## src/mrp_pkg.sv

```systemverilog
package mrp_pkg;

    // Head pointer source at the start of a fragment
    typedef enum logic {
        MEM   = 1'b0,   // Value read from the pointer table
        RESET = 1'b1    // Offset zero, first fragment of a message
    } rx_ptr_mux_sel_e;

    // ~~~~~~~~~~~~~~~~~~~~~~~~~~~~~~~~~~~~~~~~
    // Default sizes
    // ~~~~~~~~~~~~~~~~~~~~~~~~~~~~~~~~~~~~~~~~
    parameter int DATA_W_DEF     = 32;
    parameter int CONN_W_DEF     = 2;   // Four connections
    parameter int SLOT_W_DEF     = 4;   // 16 words per slot
    parameter int FIFO_DEPTH_DEF = 4;

endpackage

```

## src/mrp_rx_buffer_input_ctrl.sv

```systemverilog
`timescale 1ns/100ps
module mrp_rx_buffer_input_ctrl (
     input                                  clk
    ,input                                  rst

    ,input                                  meta_val
    ,input                                  meta_start
    ,input                                  meta_msg_done
    ,output logic                           meta_rdy

    ,input                                  data_val
    ,input                                  data_last
    ,output logic                           data_rdy

    ,output logic                           buf_wr_req
    ,output logic                           ptr_rd_req
    ,output logic                           ptr_wr_req

    ,output logic                           store_meta
    ,output logic                           store_rx_ptrs
    ,output mrp_pkg::rx_ptr_mux_sel_e       rx_ptrs_sel
    ,output logic                           incr_head_ptr
    ,input                                  ptrs_stored

    ,output logic                           enq_req
    ,input                                  enq_rdy
);

    typedef enum logic [1:0] {
        READY      = 2'd0,
        WR_PAYLOAD = 2'd1,
        ENQ_OUTPUT = 2'd2
    } state_e;

    state_e state_reg;
    state_e state_next;

    logic   start_reg;
    logic   done_reg;

    // ~~~~~~~~~~~~~~~~~~~~~~~~~~~~~~~~~~~~~~~~
    // State and fragment flags
    // ~~~~~~~~~~~~~~~~~~~~~~~~~~~~~~~~~~~~~~~~
    always_ff @(posedge clk) begin
        if (rst) begin
            state_reg <= READY;
            start_reg <= 1'b0;
            done_reg  <= 1'b0;
        end
        else begin
            state_reg <= state_next;
            if (store_meta) begin
                start_reg <= meta_start;
                done_reg  <= meta_msg_done;
            end
        end
    end

    always_comb begin
        meta_rdy      = 1'b0;
        data_rdy      = 1'b0;
        buf_wr_req    = 1'b0;
        ptr_rd_req    = 1'b0;
        ptr_wr_req    = 1'b0;
        store_meta    = 1'b0;
        store_rx_ptrs = 1'b0;
        rx_ptrs_sel   = mrp_pkg::MEM;
        incr_head_ptr = 1'b0;
        enq_req       = 1'b0;
        state_next    = state_reg;

        case (state_reg)
            READY: begin
                meta_rdy = 1'b1;
                if (meta_val) begin
                    store_meta = 1'b1;
                    ptr_rd_req = ~meta_start;   // Continuation needs the stored head
                    state_next = WR_PAYLOAD;
                end
            end
            WR_PAYLOAD: begin
                data_rdy      = 1'b1;
                store_rx_ptrs = ~ptrs_stored;   // Only in the first payload cycle
                rx_ptrs_sel   = start_reg ? mrp_pkg::RESET : mrp_pkg::MEM;
                if (data_val) begin
                    buf_wr_req    = 1'b1;
                    incr_head_ptr = 1'b1;
                    if (data_last) begin
                        ptr_wr_req = 1'b1;      // Save head for the next fragment
                        state_next = done_reg ? ENQ_OUTPUT : READY;
                    end
                end
            end
            ENQ_OUTPUT: begin
                enq_req = 1'b1;
                if (enq_rdy) begin
                    state_next = READY;
                end
            end
            default: begin
                state_next = READY;
            end
        endcase
    end

endmodule

```

## src/mrp_rx_buffer_input_datap.sv

```systemverilog
`timescale 1ns/100ps
module mrp_rx_buffer_input_datap #(
     parameter int DATA_W = mrp_pkg::DATA_W_DEF
    ,parameter int CONN_W = mrp_pkg::CONN_W_DEF
    ,parameter int SLOT_W = mrp_pkg::SLOT_W_DEF
) (
     input                                  clk
    ,input                                  rst

    ,input          [CONN_W-1:0]            meta_conn_id
    ,input          [DATA_W-1:0]            data

    ,input                                  store_meta
    ,input                                  store_rx_ptrs
    ,input  mrp_pkg::rx_ptr_mux_sel_e       rx_ptrs_sel
    ,input                                  incr_head_ptr
    ,output logic                           ptrs_stored

    ,input          [SLOT_W-1:0]            ptr_rd_data

    ,output logic   [CONN_W-1:0]            conn_id
    ,output logic   [SLOT_W-1:0]            next_head
    ,output logic   [CONN_W+SLOT_W-1:0]     wr_addr
    ,output logic   [DATA_W-1:0]            wr_data
);

    logic [CONN_W-1:0] conn_id_reg;
    logic [SLOT_W-1:0] head_reg;
    logic [SLOT_W-1:0] ptr_mux;
    logic [SLOT_W-1:0] cur_head;

    always_ff @(posedge clk) begin
        if (rst) begin
            ptrs_stored <= 1'b0;
        end
        else if (store_meta) begin
            ptrs_stored <= 1'b0;
        end
        else if (store_rx_ptrs) begin
            ptrs_stored <= 1'b1;
        end
    end

    always_ff @(posedge clk) begin
        if (store_meta) begin
            conn_id_reg <= meta_conn_id;
        end
        head_reg <= next_head;              // Holds when idle since incr is low
    end

    assign ptr_mux   = (rx_ptrs_sel == mrp_pkg::RESET) ? '0 : ptr_rd_data;
    assign cur_head  = store_rx_ptrs ? ptr_mux : head_reg;
    assign next_head = cur_head + SLOT_W'(incr_head_ptr);

    // Bypass so the table read sees the id in the accept cycle
    assign conn_id = store_meta ? meta_conn_id : conn_id_reg;

    assign wr_addr = {conn_id_reg, cur_head};   // Slot base plus head
    assign wr_data = data;

endmodule

```

## src/mrp_rx_ptr_table.sv

```systemverilog
`timescale 1ns/100ps
module mrp_rx_ptr_table #(
     parameter int CONN_W = mrp_pkg::CONN_W_DEF
    ,parameter int SLOT_W = mrp_pkg::SLOT_W_DEF
) (
     input                          clk
    ,input                          rst

    ,input                          rd_req
    ,input                          wr_req
    ,input          [CONN_W-1:0]    conn_id
    ,input          [SLOT_W-1:0]    wr_head
    ,output logic   [SLOT_W-1:0]    rd_head
);

    localparam int NUM_CONN = 2 ** CONN_W;

    logic [SLOT_W-1:0] heads [NUM_CONN];

    always_ff @(posedge clk) begin
        if (rst) begin
            for (int i = 0; i < NUM_CONN; i++) begin
                heads[i] <= '0;
            end
        end
        else if (wr_req) begin
            heads[conn_id] <= wr_head;
        end
    end

    always_ff @(posedge clk) begin
        if (rd_req) begin
            rd_head <= heads[conn_id];
        end
    end

endmodule

```

## src/mrp_rx_buffer_ram.sv

```systemverilog
`timescale 1ns/100ps
module mrp_rx_buffer_ram #(
     parameter int DATA_W = mrp_pkg::DATA_W_DEF
    ,parameter int ADDR_W = mrp_pkg::CONN_W_DEF + mrp_pkg::SLOT_W_DEF
) (
     input                          clk

    ,input                          wr_en
    ,input          [ADDR_W-1:0]    wr_addr
    ,input          [DATA_W-1:0]    wr_data

    ,input          [ADDR_W-1:0]    rd_addr
    ,output logic   [DATA_W-1:0]    rd_data
);

    localparam int NUM_WORDS = 2 ** ADDR_W;

    logic [DATA_W-1:0] mem [NUM_WORDS];

    always_ff @(posedge clk) begin
        if (wr_en) begin
            mem[wr_addr] <= wr_data;
        end
    end

    // One cycle read latency
    always_ff @(posedge clk) begin
        rd_data <= mem[rd_addr];
    end

endmodule

```

## src/mrp_msg_desc_fifo.sv

```systemverilog
`timescale 1ns/100ps
module mrp_msg_desc_fifo #(
     parameter int CONN_W = mrp_pkg::CONN_W_DEF
    ,parameter int SLOT_W = mrp_pkg::SLOT_W_DEF
    ,parameter int DEPTH  = mrp_pkg::FIFO_DEPTH_DEF
) (
     input                          clk
    ,input                          rst

    ,input                          enq_req
    ,input          [CONN_W-1:0]    enq_conn_id
    ,input          [SLOT_W-1:0]    enq_len
    ,output logic                   enq_rdy

    ,output logic                   deq_val
    ,output logic   [CONN_W-1:0]    deq_conn_id
    ,output logic   [SLOT_W-1:0]    deq_len
    ,input                          deq_rdy
);

    localparam int PTR_W = (DEPTH > 1) ? $clog2(DEPTH) : 1;
    localparam int CNT_W = $clog2(DEPTH + 1);

    logic [CONN_W-1:0] conn_mem [DEPTH];
    logic [SLOT_W-1:0] len_mem  [DEPTH];

    logic [PTR_W-1:0]  wr_ptr;
    logic [PTR_W-1:0]  rd_ptr;
    logic [CNT_W-1:0]  count;
    logic              do_enq;
    logic              do_deq;

    assign enq_rdy = (count != CNT_W'(DEPTH));  // Not full
    assign deq_val = (count != '0);             // Not empty
    assign do_enq  = enq_req & enq_rdy;
    assign do_deq  = deq_val & deq_rdy;

    always_ff @(posedge clk) begin
        if (rst) begin
            wr_ptr <= '0;
            rd_ptr <= '0;
            count  <= '0;
        end
        else begin
            if (do_enq) begin
                wr_ptr <= (wr_ptr == PTR_W'(DEPTH - 1)) ? '0 : wr_ptr + 1'b1;
            end
            if (do_deq) begin
                rd_ptr <= (rd_ptr == PTR_W'(DEPTH - 1)) ? '0 : rd_ptr + 1'b1;
            end
            case ({do_enq, do_deq})
                2'b10:   count <= count + 1'b1;
                2'b01:   count <= count - 1'b1;
                default: count <= count;
            endcase
        end
    end

    always_ff @(posedge clk) begin
        if (do_enq) begin
            conn_mem[wr_ptr] <= enq_conn_id;
            len_mem[wr_ptr]  <= enq_len;
        end
    end

    assign deq_conn_id = conn_mem[rd_ptr];
    assign deq_len     = len_mem[rd_ptr];

endmodule

```

## src/mrp_rx_buffer.sv

```systemverilog
`timescale 1ns/100ps
module mrp_rx_buffer #(
     parameter int DATA_W     = mrp_pkg::DATA_W_DEF
    ,parameter int CONN_W     = mrp_pkg::CONN_W_DEF
    ,parameter int SLOT_W     = mrp_pkg::SLOT_W_DEF
    ,parameter int FIFO_DEPTH = mrp_pkg::FIFO_DEPTH_DEF
) (
     input                                  clk
    ,input                                  rst

    ,input                                  meta_val
    ,input          [CONN_W-1:0]            meta_conn_id
    ,input                                  meta_start
    ,input                                  meta_msg_done
    ,output logic                           meta_rdy

    ,input                                  data_val
    ,input          [DATA_W-1:0]            data
    ,input                                  data_last
    ,output logic                           data_rdy

    ,output logic                           desc_val
    ,output logic   [CONN_W-1:0]            desc_conn_id
    ,output logic   [SLOT_W-1:0]            desc_len
    ,input                                  desc_rdy

    ,input          [CONN_W+SLOT_W-1:0]     rd_addr
    ,output logic   [DATA_W-1:0]            rd_data
);

    localparam int ADDR_W = CONN_W + SLOT_W;

    logic                       buf_wr_req;
    logic                       ptr_rd_req;
    logic                       ptr_wr_req;
    logic                       store_meta;
    logic                       store_rx_ptrs;
    mrp_pkg::rx_ptr_mux_sel_e   rx_ptrs_sel;
    logic                       incr_head_ptr;
    logic                       ptrs_stored;
    logic                       enq_req;
    logic                       enq_rdy;

    logic [CONN_W-1:0]          conn_id;
    logic [SLOT_W-1:0]          next_head;
    logic [SLOT_W-1:0]          ptr_rd_data;
    logic [ADDR_W-1:0]          wr_addr;
    logic [DATA_W-1:0]          wr_data;

    // ~~~~~~~~~~~~~~~~~~~~~~~~~~~~~~~~~~~~~~~~
    // Fragment control and datapath
    // ~~~~~~~~~~~~~~~~~~~~~~~~~~~~~~~~~~~~~~~~
    mrp_rx_buffer_input_ctrl input_ctrl_inst (
         .clk           (clk)
        ,.rst           (rst)
        ,.meta_val      (meta_val)
        ,.meta_start    (meta_start)
        ,.meta_msg_done (meta_msg_done)
        ,.meta_rdy      (meta_rdy)
        ,.data_val      (data_val)
        ,.data_last     (data_last)
        ,.data_rdy      (data_rdy)
        ,.buf_wr_req    (buf_wr_req)
        ,.ptr_rd_req    (ptr_rd_req)
        ,.ptr_wr_req    (ptr_wr_req)
        ,.store_meta    (store_meta)
        ,.store_rx_ptrs (store_rx_ptrs)
        ,.rx_ptrs_sel   (rx_ptrs_sel)
        ,.incr_head_ptr (incr_head_ptr)
        ,.ptrs_stored   (ptrs_stored)
        ,.enq_req       (enq_req)
        ,.enq_rdy       (enq_rdy)
    );

    mrp_rx_buffer_input_datap #(
         .DATA_W    (DATA_W)
        ,.CONN_W    (CONN_W)
        ,.SLOT_W    (SLOT_W)
    ) input_datap_inst (
         .clk           (clk)
        ,.rst           (rst)
        ,.meta_conn_id  (meta_conn_id)
        ,.data          (data)
        ,.store_meta    (store_meta)
        ,.store_rx_ptrs (store_rx_ptrs)
        ,.rx_ptrs_sel   (rx_ptrs_sel)
        ,.incr_head_ptr (incr_head_ptr)
        ,.ptrs_stored   (ptrs_stored)
        ,.ptr_rd_data   (ptr_rd_data)
        ,.conn_id       (conn_id)
        ,.next_head     (next_head)
        ,.wr_addr       (wr_addr)
        ,.wr_data       (wr_data)
    );

    // ~~~~~~~~~~~~~~~~~~~~~~~~~~~~~~~~~~~~~~~~
    // Storage
    // ~~~~~~~~~~~~~~~~~~~~~~~~~~~~~~~~~~~~~~~~
    mrp_rx_ptr_table #(
         .CONN_W    (CONN_W)
        ,.SLOT_W    (SLOT_W)
    ) ptr_table_inst (
         .clk       (clk)
        ,.rst       (rst)
        ,.rd_req    (ptr_rd_req)
        ,.wr_req    (ptr_wr_req)
        ,.conn_id   (conn_id)
        ,.wr_head   (next_head)
        ,.rd_head   (ptr_rd_data)
    );

    mrp_rx_buffer_ram #(
         .DATA_W    (DATA_W)
        ,.ADDR_W    (ADDR_W)
    ) buffer_ram_inst (
         .clk       (clk)
        ,.wr_en     (buf_wr_req)
        ,.wr_addr   (wr_addr)
        ,.wr_data   (wr_data)
        ,.rd_addr   (rd_addr)
        ,.rd_data   (rd_data)
    );

    mrp_msg_desc_fifo #(
         .CONN_W    (CONN_W)
        ,.SLOT_W    (SLOT_W)
        ,.DEPTH     (FIFO_DEPTH)
    ) desc_fifo_inst (
         .clk           (clk)
        ,.rst           (rst)
        ,.enq_req       (enq_req)
        ,.enq_conn_id   (conn_id)
        ,.enq_len       (next_head)     // Head after the last beat is the length
        ,.enq_rdy       (enq_rdy)
        ,.deq_val       (desc_val)
        ,.deq_conn_id   (desc_conn_id)
        ,.deq_len       (desc_len)
        ,.deq_rdy       (desc_rdy)
    );

endmodule

```

## config.mk

```make
export PLATFORM = sky130hd
export DESIGN_NAME = mrp_rx_buffer
export DESIGN_NICKNAME = d
export VERILOG_FILES = /design/src/mrp_pkg.sv /design/src/mrp_rx_buffer_input_ctrl.sv /design/src/mrp_rx_buffer_input_datap.sv /design/src/mrp_rx_ptr_table.sv /design/src/mrp_rx_buffer_ram.sv /design/src/mrp_msg_desc_fifo.sv /design/src/mrp_rx_buffer.sv
export SDC_FILE = /design/constraint.sdc
export NUM_CORES = 2
export LEC_CHECK = 0
export BUFFER_PORTS_ARGS = -buffer_cell sky130_fd_sc_hd__clkbuf_2
export CORE_ASPECT_RATIO = 1.25
export CORE_MARGIN = 5
export CORE_UTILIZATION = 40
export DETAILED_ROUTE_END_ITERATION = 10
export HOLD_SLACK_MARGIN = 0.02
export PLACE_DENSITY_LB_ADDON = 0.12
export SYNTH_ARGS = -nofsm -noshare
export SYNTH_HDL_FRONTEND = slang
export SYNTH_HIERARCHICAL = 1
export SYNTH_SLANG_ARGS = --single-unit
```

## constraint.sdc

```tcl
create_clock -name clk -period 5.8 [get_ports clk]
set_clock_uncertainty 0.05 [all_clocks]
set_input_delay 0.29 -clock clk [delete_from_list [all_inputs] [get_ports clk]]
set_output_delay 0.29 -clock clk [all_outputs]
set_load 0.02 [all_outputs]
```

# After elaboration in Yosys (flattened, before gate mapping)
# Memories as Yosys holds them, arrays and structs flattened. A register that Yosys moved wholly into a read port is not among the register bits.
# Index checks and enable logic that the tools add are counted.
# Widths: inputs -> output; s select.
[op_classes] eq_ne=11 muxes=43 n_reduce_logical=6 n_addsub=5 bitwise_logic=4
[op_table] operator="$mux 2" n=13
[op_table] operator="$mux 1" n=25
[op_table] operator="$mux 4" n=3
[op_table] operator="$eq 2x2->1 const B" n=4
[op_table] operator="$ne 2x2->1 const B" n=3
[op_table] operator="$pmux 2 s3" n=1
[op_table] operator="$pmux 3 s2" n=1
[op_table] operator="$add 2x1->2 const B" n=2
[op_table] operator="$add 4x1->4" n=1
[op_table] operator="$eq 2x1->1 const B" n=2
[op_table] operator="$reduce_and 4->1" n=1
[op_table] operator="$reduce_or 4->1" n=1
[op_table] operator="$add 3x1->3 const B" n=1
[op_table] operator="$ne 3x3->1 const B" n=1
[op_table] operator="$reduce_bool 3->1" n=1
[op_table] operator="$sub 3x1->3 const B" n=1
[op_table] operator="$and 1x1->1" n=2
[op_table] operator="$logic_not 2->1" n=1
[op_table] operator="$ne 2x1->1 const B" n=1
[op_table] operator="$not 1->1" n=2
[op_table] operator="$reduce_bool 2->1" n=1
[op_table] operator="$reduce_or 2->1" n=1
[word_totals] mem_bits_rw=2088 mem_count=4 regBits=18 output_inout_bits=41 input_bits=48
[mem_list] memory="buffer_ram_inst.mem" depth=64 width=32 read_ports=1 rd_ports_with_merged_regs=1 write_ports=1 line_no="mrp_rx_buffer_ram.sv:18" source="logic [DATA_W-1:0] mem [NUM_WORDS];"
[mem_list] memory="desc_fifo_inst.len_mem" depth=4 width=4 read_ports=1 rd_ports_with_merged_regs=1 write_ports=1 line_no="mrp_msg_desc_fifo.sv:25" source="logic [SLOT_W-1:0] len_mem [DEPTH];"
[mem_list] memory="ptr_table_inst.heads" depth=4 width=4 read_ports=1 rd_ports_with_merged_regs=1 write_ports=4 line_no="mrp_rx_ptr_table.sv:18" source="logic [SLOT_W-1:0] heads [NUM_CONN];"
[mem_list] memory="desc_fifo_inst.conn_mem" depth=4 width=2 read_ports=1 rd_ports_with_merged_regs=1 write_ports=1 line_no="mrp_msg_desc_fifo.sv:24" source="logic [CONN_W-1:0] conn_mem [DEPTH];"

# Longest topological paths before layout
[depth] ltp_word=8 mapped_depth=10

# Modules after synthesis
# The synthesis kept the hierarchy.
[by_module_without_submodules] module="mrp_rx_buffer_ram" area_each_um2=78515.3 cells_per_inst=3324 seq_area_each_um2=62139.6 instances=1
[by_module_without_submodules] module="mrp_msg_desc_fifo" area_each_um2=1356.3 cells_per_inst=83 seq_area_each_um2=900.9 instances=1
[by_module_without_submodules] module="mrp_rx_ptr_table" area_each_um2=860.8 cells_per_inst=54 seq_area_each_um2=600.6 instances=1
[by_module_without_submodules] module="mrp_rx_buffer_input_datap" area_each_um2=543.0 cells_per_inst=61 seq_area_each_um2=140.1 instances=1
[by_module_without_submodules] module="mrp_rx_buffer_input_ctrl" area_each_um2=236.5 cells_per_inst=26 seq_area_each_um2=80.1 instances=1

# Least setup slack after synthesis
# No wires, ideal clock.
[synth_path] path_kind="reg2reg" start="register input_ctrl_inst.state_reg[0]" end="memory buffer_ram_inst/mem[49][0] in the netlist's numbering (enable)" t_arrival_ns=4.101 setup_slack_ns=1.188 synth_period_minus_slack_ns=4.612 stages_incl_launch_ff=9 setup_ns=0.461 path_cell_list="dfxtp_1 > and2b_1 > nor2b_1 > a2bb2oi_1 > inv_1 > clkbuf_1 > nor2b_1 > nand4_1 > nor3_1"
[synth_between] elab_cells_between_ends=8 cone_classes="eq/ne (1); mux (7)"
[synth_rtl] element="from (decl)" line_no="mrp_rx_buffer_input_ctrl.sv:35" source="state_e state_reg;"
[synth_rtl] element="from (signal assigned)" line_no="mrp_rx_buffer_input_ctrl.sv:51" source="state_reg <= state_next;"
[synth_rtl] element="$eq 2x1->1" line_no="mrp_rx_buffer_input_ctrl.sv:72" source="case (state_reg)"
[synth_rtl] element="$mux 1" line_no="mrp_rx_buffer_input_ctrl.sv:72"
[synth_rtl] element="named net store_rx_ptrs" line_no="mrp_rx_buffer.sv:37" source="logic store_rx_ptrs;"
[synth_rtl] element="$mux 4" line_no="mrp_rx_buffer_input_datap.sv:52" source="assign cur_head = store_rx_ptrs ? ptr_mux : head_reg;"
[synth_rtl] element="named net wr_addr[3]" line_no="mrp_rx_buffer.sv:47" source="logic [ADDR_W-1:0] wr_addr;"
[synth_rtl] element="to (decl)" line_no="mrp_rx_buffer_ram.sv:18"
# The timed path passes the listed nets, and every way through them passes these cells.

# Worst setup path in the final report
[layout_path] start="register input_ctrl_inst.state_reg[0]" end="memory buffer_ram_inst/mem[36][19] in the netlist's numbering (enable)"
# Same word-level chain as after synthesis.

==> flow_summary.ini <==
[sta]
relSlewSlack = 0.131
clock.fmax_ghz = 0.230
setup_violations = 0
tns_ns = 0
min_period_ns = 4.36
whs_ns = 0.0501
worst_pin_slew_ns = 1.30
min_period_over_period = 0.751
maxSlewViolCount = 0
rsz0062_at_grt = no
final_hold_viol_count = 0

[layout]
final_cell_mix = edfxtp_1, mux4_2, clkbuf_16
nNetsFinal = 3833
top_register = buffer_ram_inst/mem
area_growth_pct = 13.7
drive_gt1_frac = 0.288
largest_registers = buffer_ram_inst/mem (2048), buffer_ram_inst/rd_data (32)
largest_reg_flops = 2048
final_common_cell = edfxtp_1

[worst_setup_path]
path_class = reg -> reg
r2r_end = buffer_ram_inst/mem[36][19]
cp.required_ns = 6.27
reg2reg_from = input_ctrl_inst/state_reg[0]
r2r_slack_ns = 1.44
worst_setup_path_start_kind = flip-flop
cp.arrival_ns = 4.82
worst-r2r-cell-count = 8
end_kind = flip-flop
worstPathMaxFanout = 21

[synth]
seq_area_frac_synth = 0.783
synth_nets = 3605
synth_area_mm2 = 0.0815
synthCells = 3548
synth-seq-cells = 2144
synthArstFlopShare = 0
synth_area_per_cell_um2 = 23.0
synth_cell_type_count = 58
yosys_warnings = 6
synth_edf_count = 2092
synthFlopType = edfxtp_1

[grt]
grt_pass1_wl_um = 310000
antenna_found_initial = 3
grt_max_degree = 87
overflow = 0
track_usage = 0.207
grt_pass1_vias = 38700

[detailed_routing]
dr.pass1.iters = 5
wl_met2_um = 110000
top_layer = met4
drt_wl_total_um = 220000
route.met3.wl_um = 9140
vias_per_cell = 5.58
initialDrtViolationCount = 3546
ant_nets = 0
wl_per_cell_um = 32.9
drc = 0
wl_met1_um = 93500
vias = 37200

[power]
vdd_drop_max_uv = 251
power_leakage_nw = 28.8
power_density_mw_per_mm2 = 350

[floorplanning]
die_area_mm2 = 0.213
rows = 185
core_mm2 = 0.203
dieWidth_um = 414
initial_core_util = 0.402
io-pin-count = 89
fp.dieH_um = 515

[clock_network]
root_buffer = clkbuf_16
htreeDepth = 4
clock_path_buffers = 3
cts_tree = done
cts.clk_slew.worst_paths_ns = 0.06
clk_latency_ns = 0.84
cts.sinks = 2144
postCtsSetupRepairBufs = 0
cts.repair.resized = 0
numCtsBuffers = 206

[hold_path]
worst_hold_startpoint = data[16]
hp-class = in -> reg
min_delay_path_depth = 2
min_to = buffer_ram_inst/mem[50][16]

[placed_design]
portBuffers = 88
gp_congestion = 0.784
hpwl_um = 133000

[run_status]
status = completed

[run]
cap_violations = 0
-- where the power goes --
group          total, W  switching (W)  internal (W)
combinational   0.00192        0.00131      0.000610
sequential       0.0172      0.0000649        0.0171
clock            0.0133        0.00585       0.00740
-- kinds of logic after synthesis --
kind of cell	share of synthesized area
DFF	0.783
muxes	0.165
and+or+nand+nor	0.0168
buffers and inverters	0.0150
AOI/OAI and AO/OA	0.0175
adders and majority gates	0.00147
xor gates and xnor gates	0.000430
-- worst max-delay path, cell delays in order (launching register included) --
cell and delay, ns:
dfxtp_1 0.47, and2b_1 0.28, nor2b_1 0.42, and3b_1 0.25, or2_1 0.39, nor2b_1 0.25
nand2_1 0.67, nor2_4 0.88, buf_4 0.36
-- synth_stat cells (8+ instances only) --
library cell,number,area [um2]
edfxtp_1,2092,62800
nor2b_1,21,131
nand3b_1,9,67.6
buf_1,22,82.6
o22ai_1,84,526
nand2b_1,16,100
nor3_1,12,60.1
inv_1,15,56.3
ha_1,8,100
buf_4,58,435
o221ai_1,27,236
dfxtp_1,52,1040
nor2_1,154,578
a21oi_1,65,325
mux2i_1,97,971
mux4_2,552,12400
buf_2,59,295
a22oi_1,12,90.1
nand2_1,28,105
clkbuf_1,74,278
a311oi_1,8,70.1
-- routing by layer --
layer,vias to the layer above,GRT usage
met5,-,0
met4,0,0.0611
met3,255,0.0266
met2,931,0.345
met1,20500,0.289
li1,15500,-
-- cell type report --
type | instances | area (um2)
diodes | 5 | 12.5
clock buffers | 272 | 5590
clock inverters | 116 | 997
fillers | 16900 | 110000
inverters | 15 | 56.3
multi-input cells | 1169 | 16900
flip-flops and latches | 2144 | 63900
well taps | 2711 | 3390
repair buffers | 240 | 1830
-- how the worst max path moves through the flow --
stage,to,cells past startpoint,from
2_1_floorplan,buffer_ram_inst/mem[49][0],8,input_ctrl_inst/state_reg[0]
3_3_place_gp,buffer_ram_inst/mem[12][21],7,input_ctrl_inst/state_reg[0]
3_5_place_dp,buffer_ram_inst/mem[12][21],7,input_ctrl_inst/state_reg[0]
5_1_grt,buffer_ram_inst/mem[41][27],7,input_ctrl_inst/state_reg[0]
6_report,buffer_ram_inst/mem[36][19],8,input_ctrl_inst/state_reg[0]
4_1_cts,buffer_ram_inst/mem[12][0],7,input_ctrl_inst/state_reg[0]
-- stage by stage --
stage	total power, W	utilization	cell area [um2]	setup WS [ns]	instances
global route	0.0334	0.456	92600	1.23	6668
detailed placement	0.0195	0.423	85900	1.46	6260
floorplan	0.0186	-	81500	1.19	3548
CTS	0.0327	0.456	92600	1.43	6667
finish	0.0324	0.456	92600	1.44	6672
global placement	0.0195	0.423	85900	1.54	6260
-- repair_timing --
item,4_1_cts,5_1_grt
setup endpoints to repair,0,0
endpoints found under the hold margin,89,0
hold buffers,19,0
No activity file was read; power rests on OpenSTA's default activity.
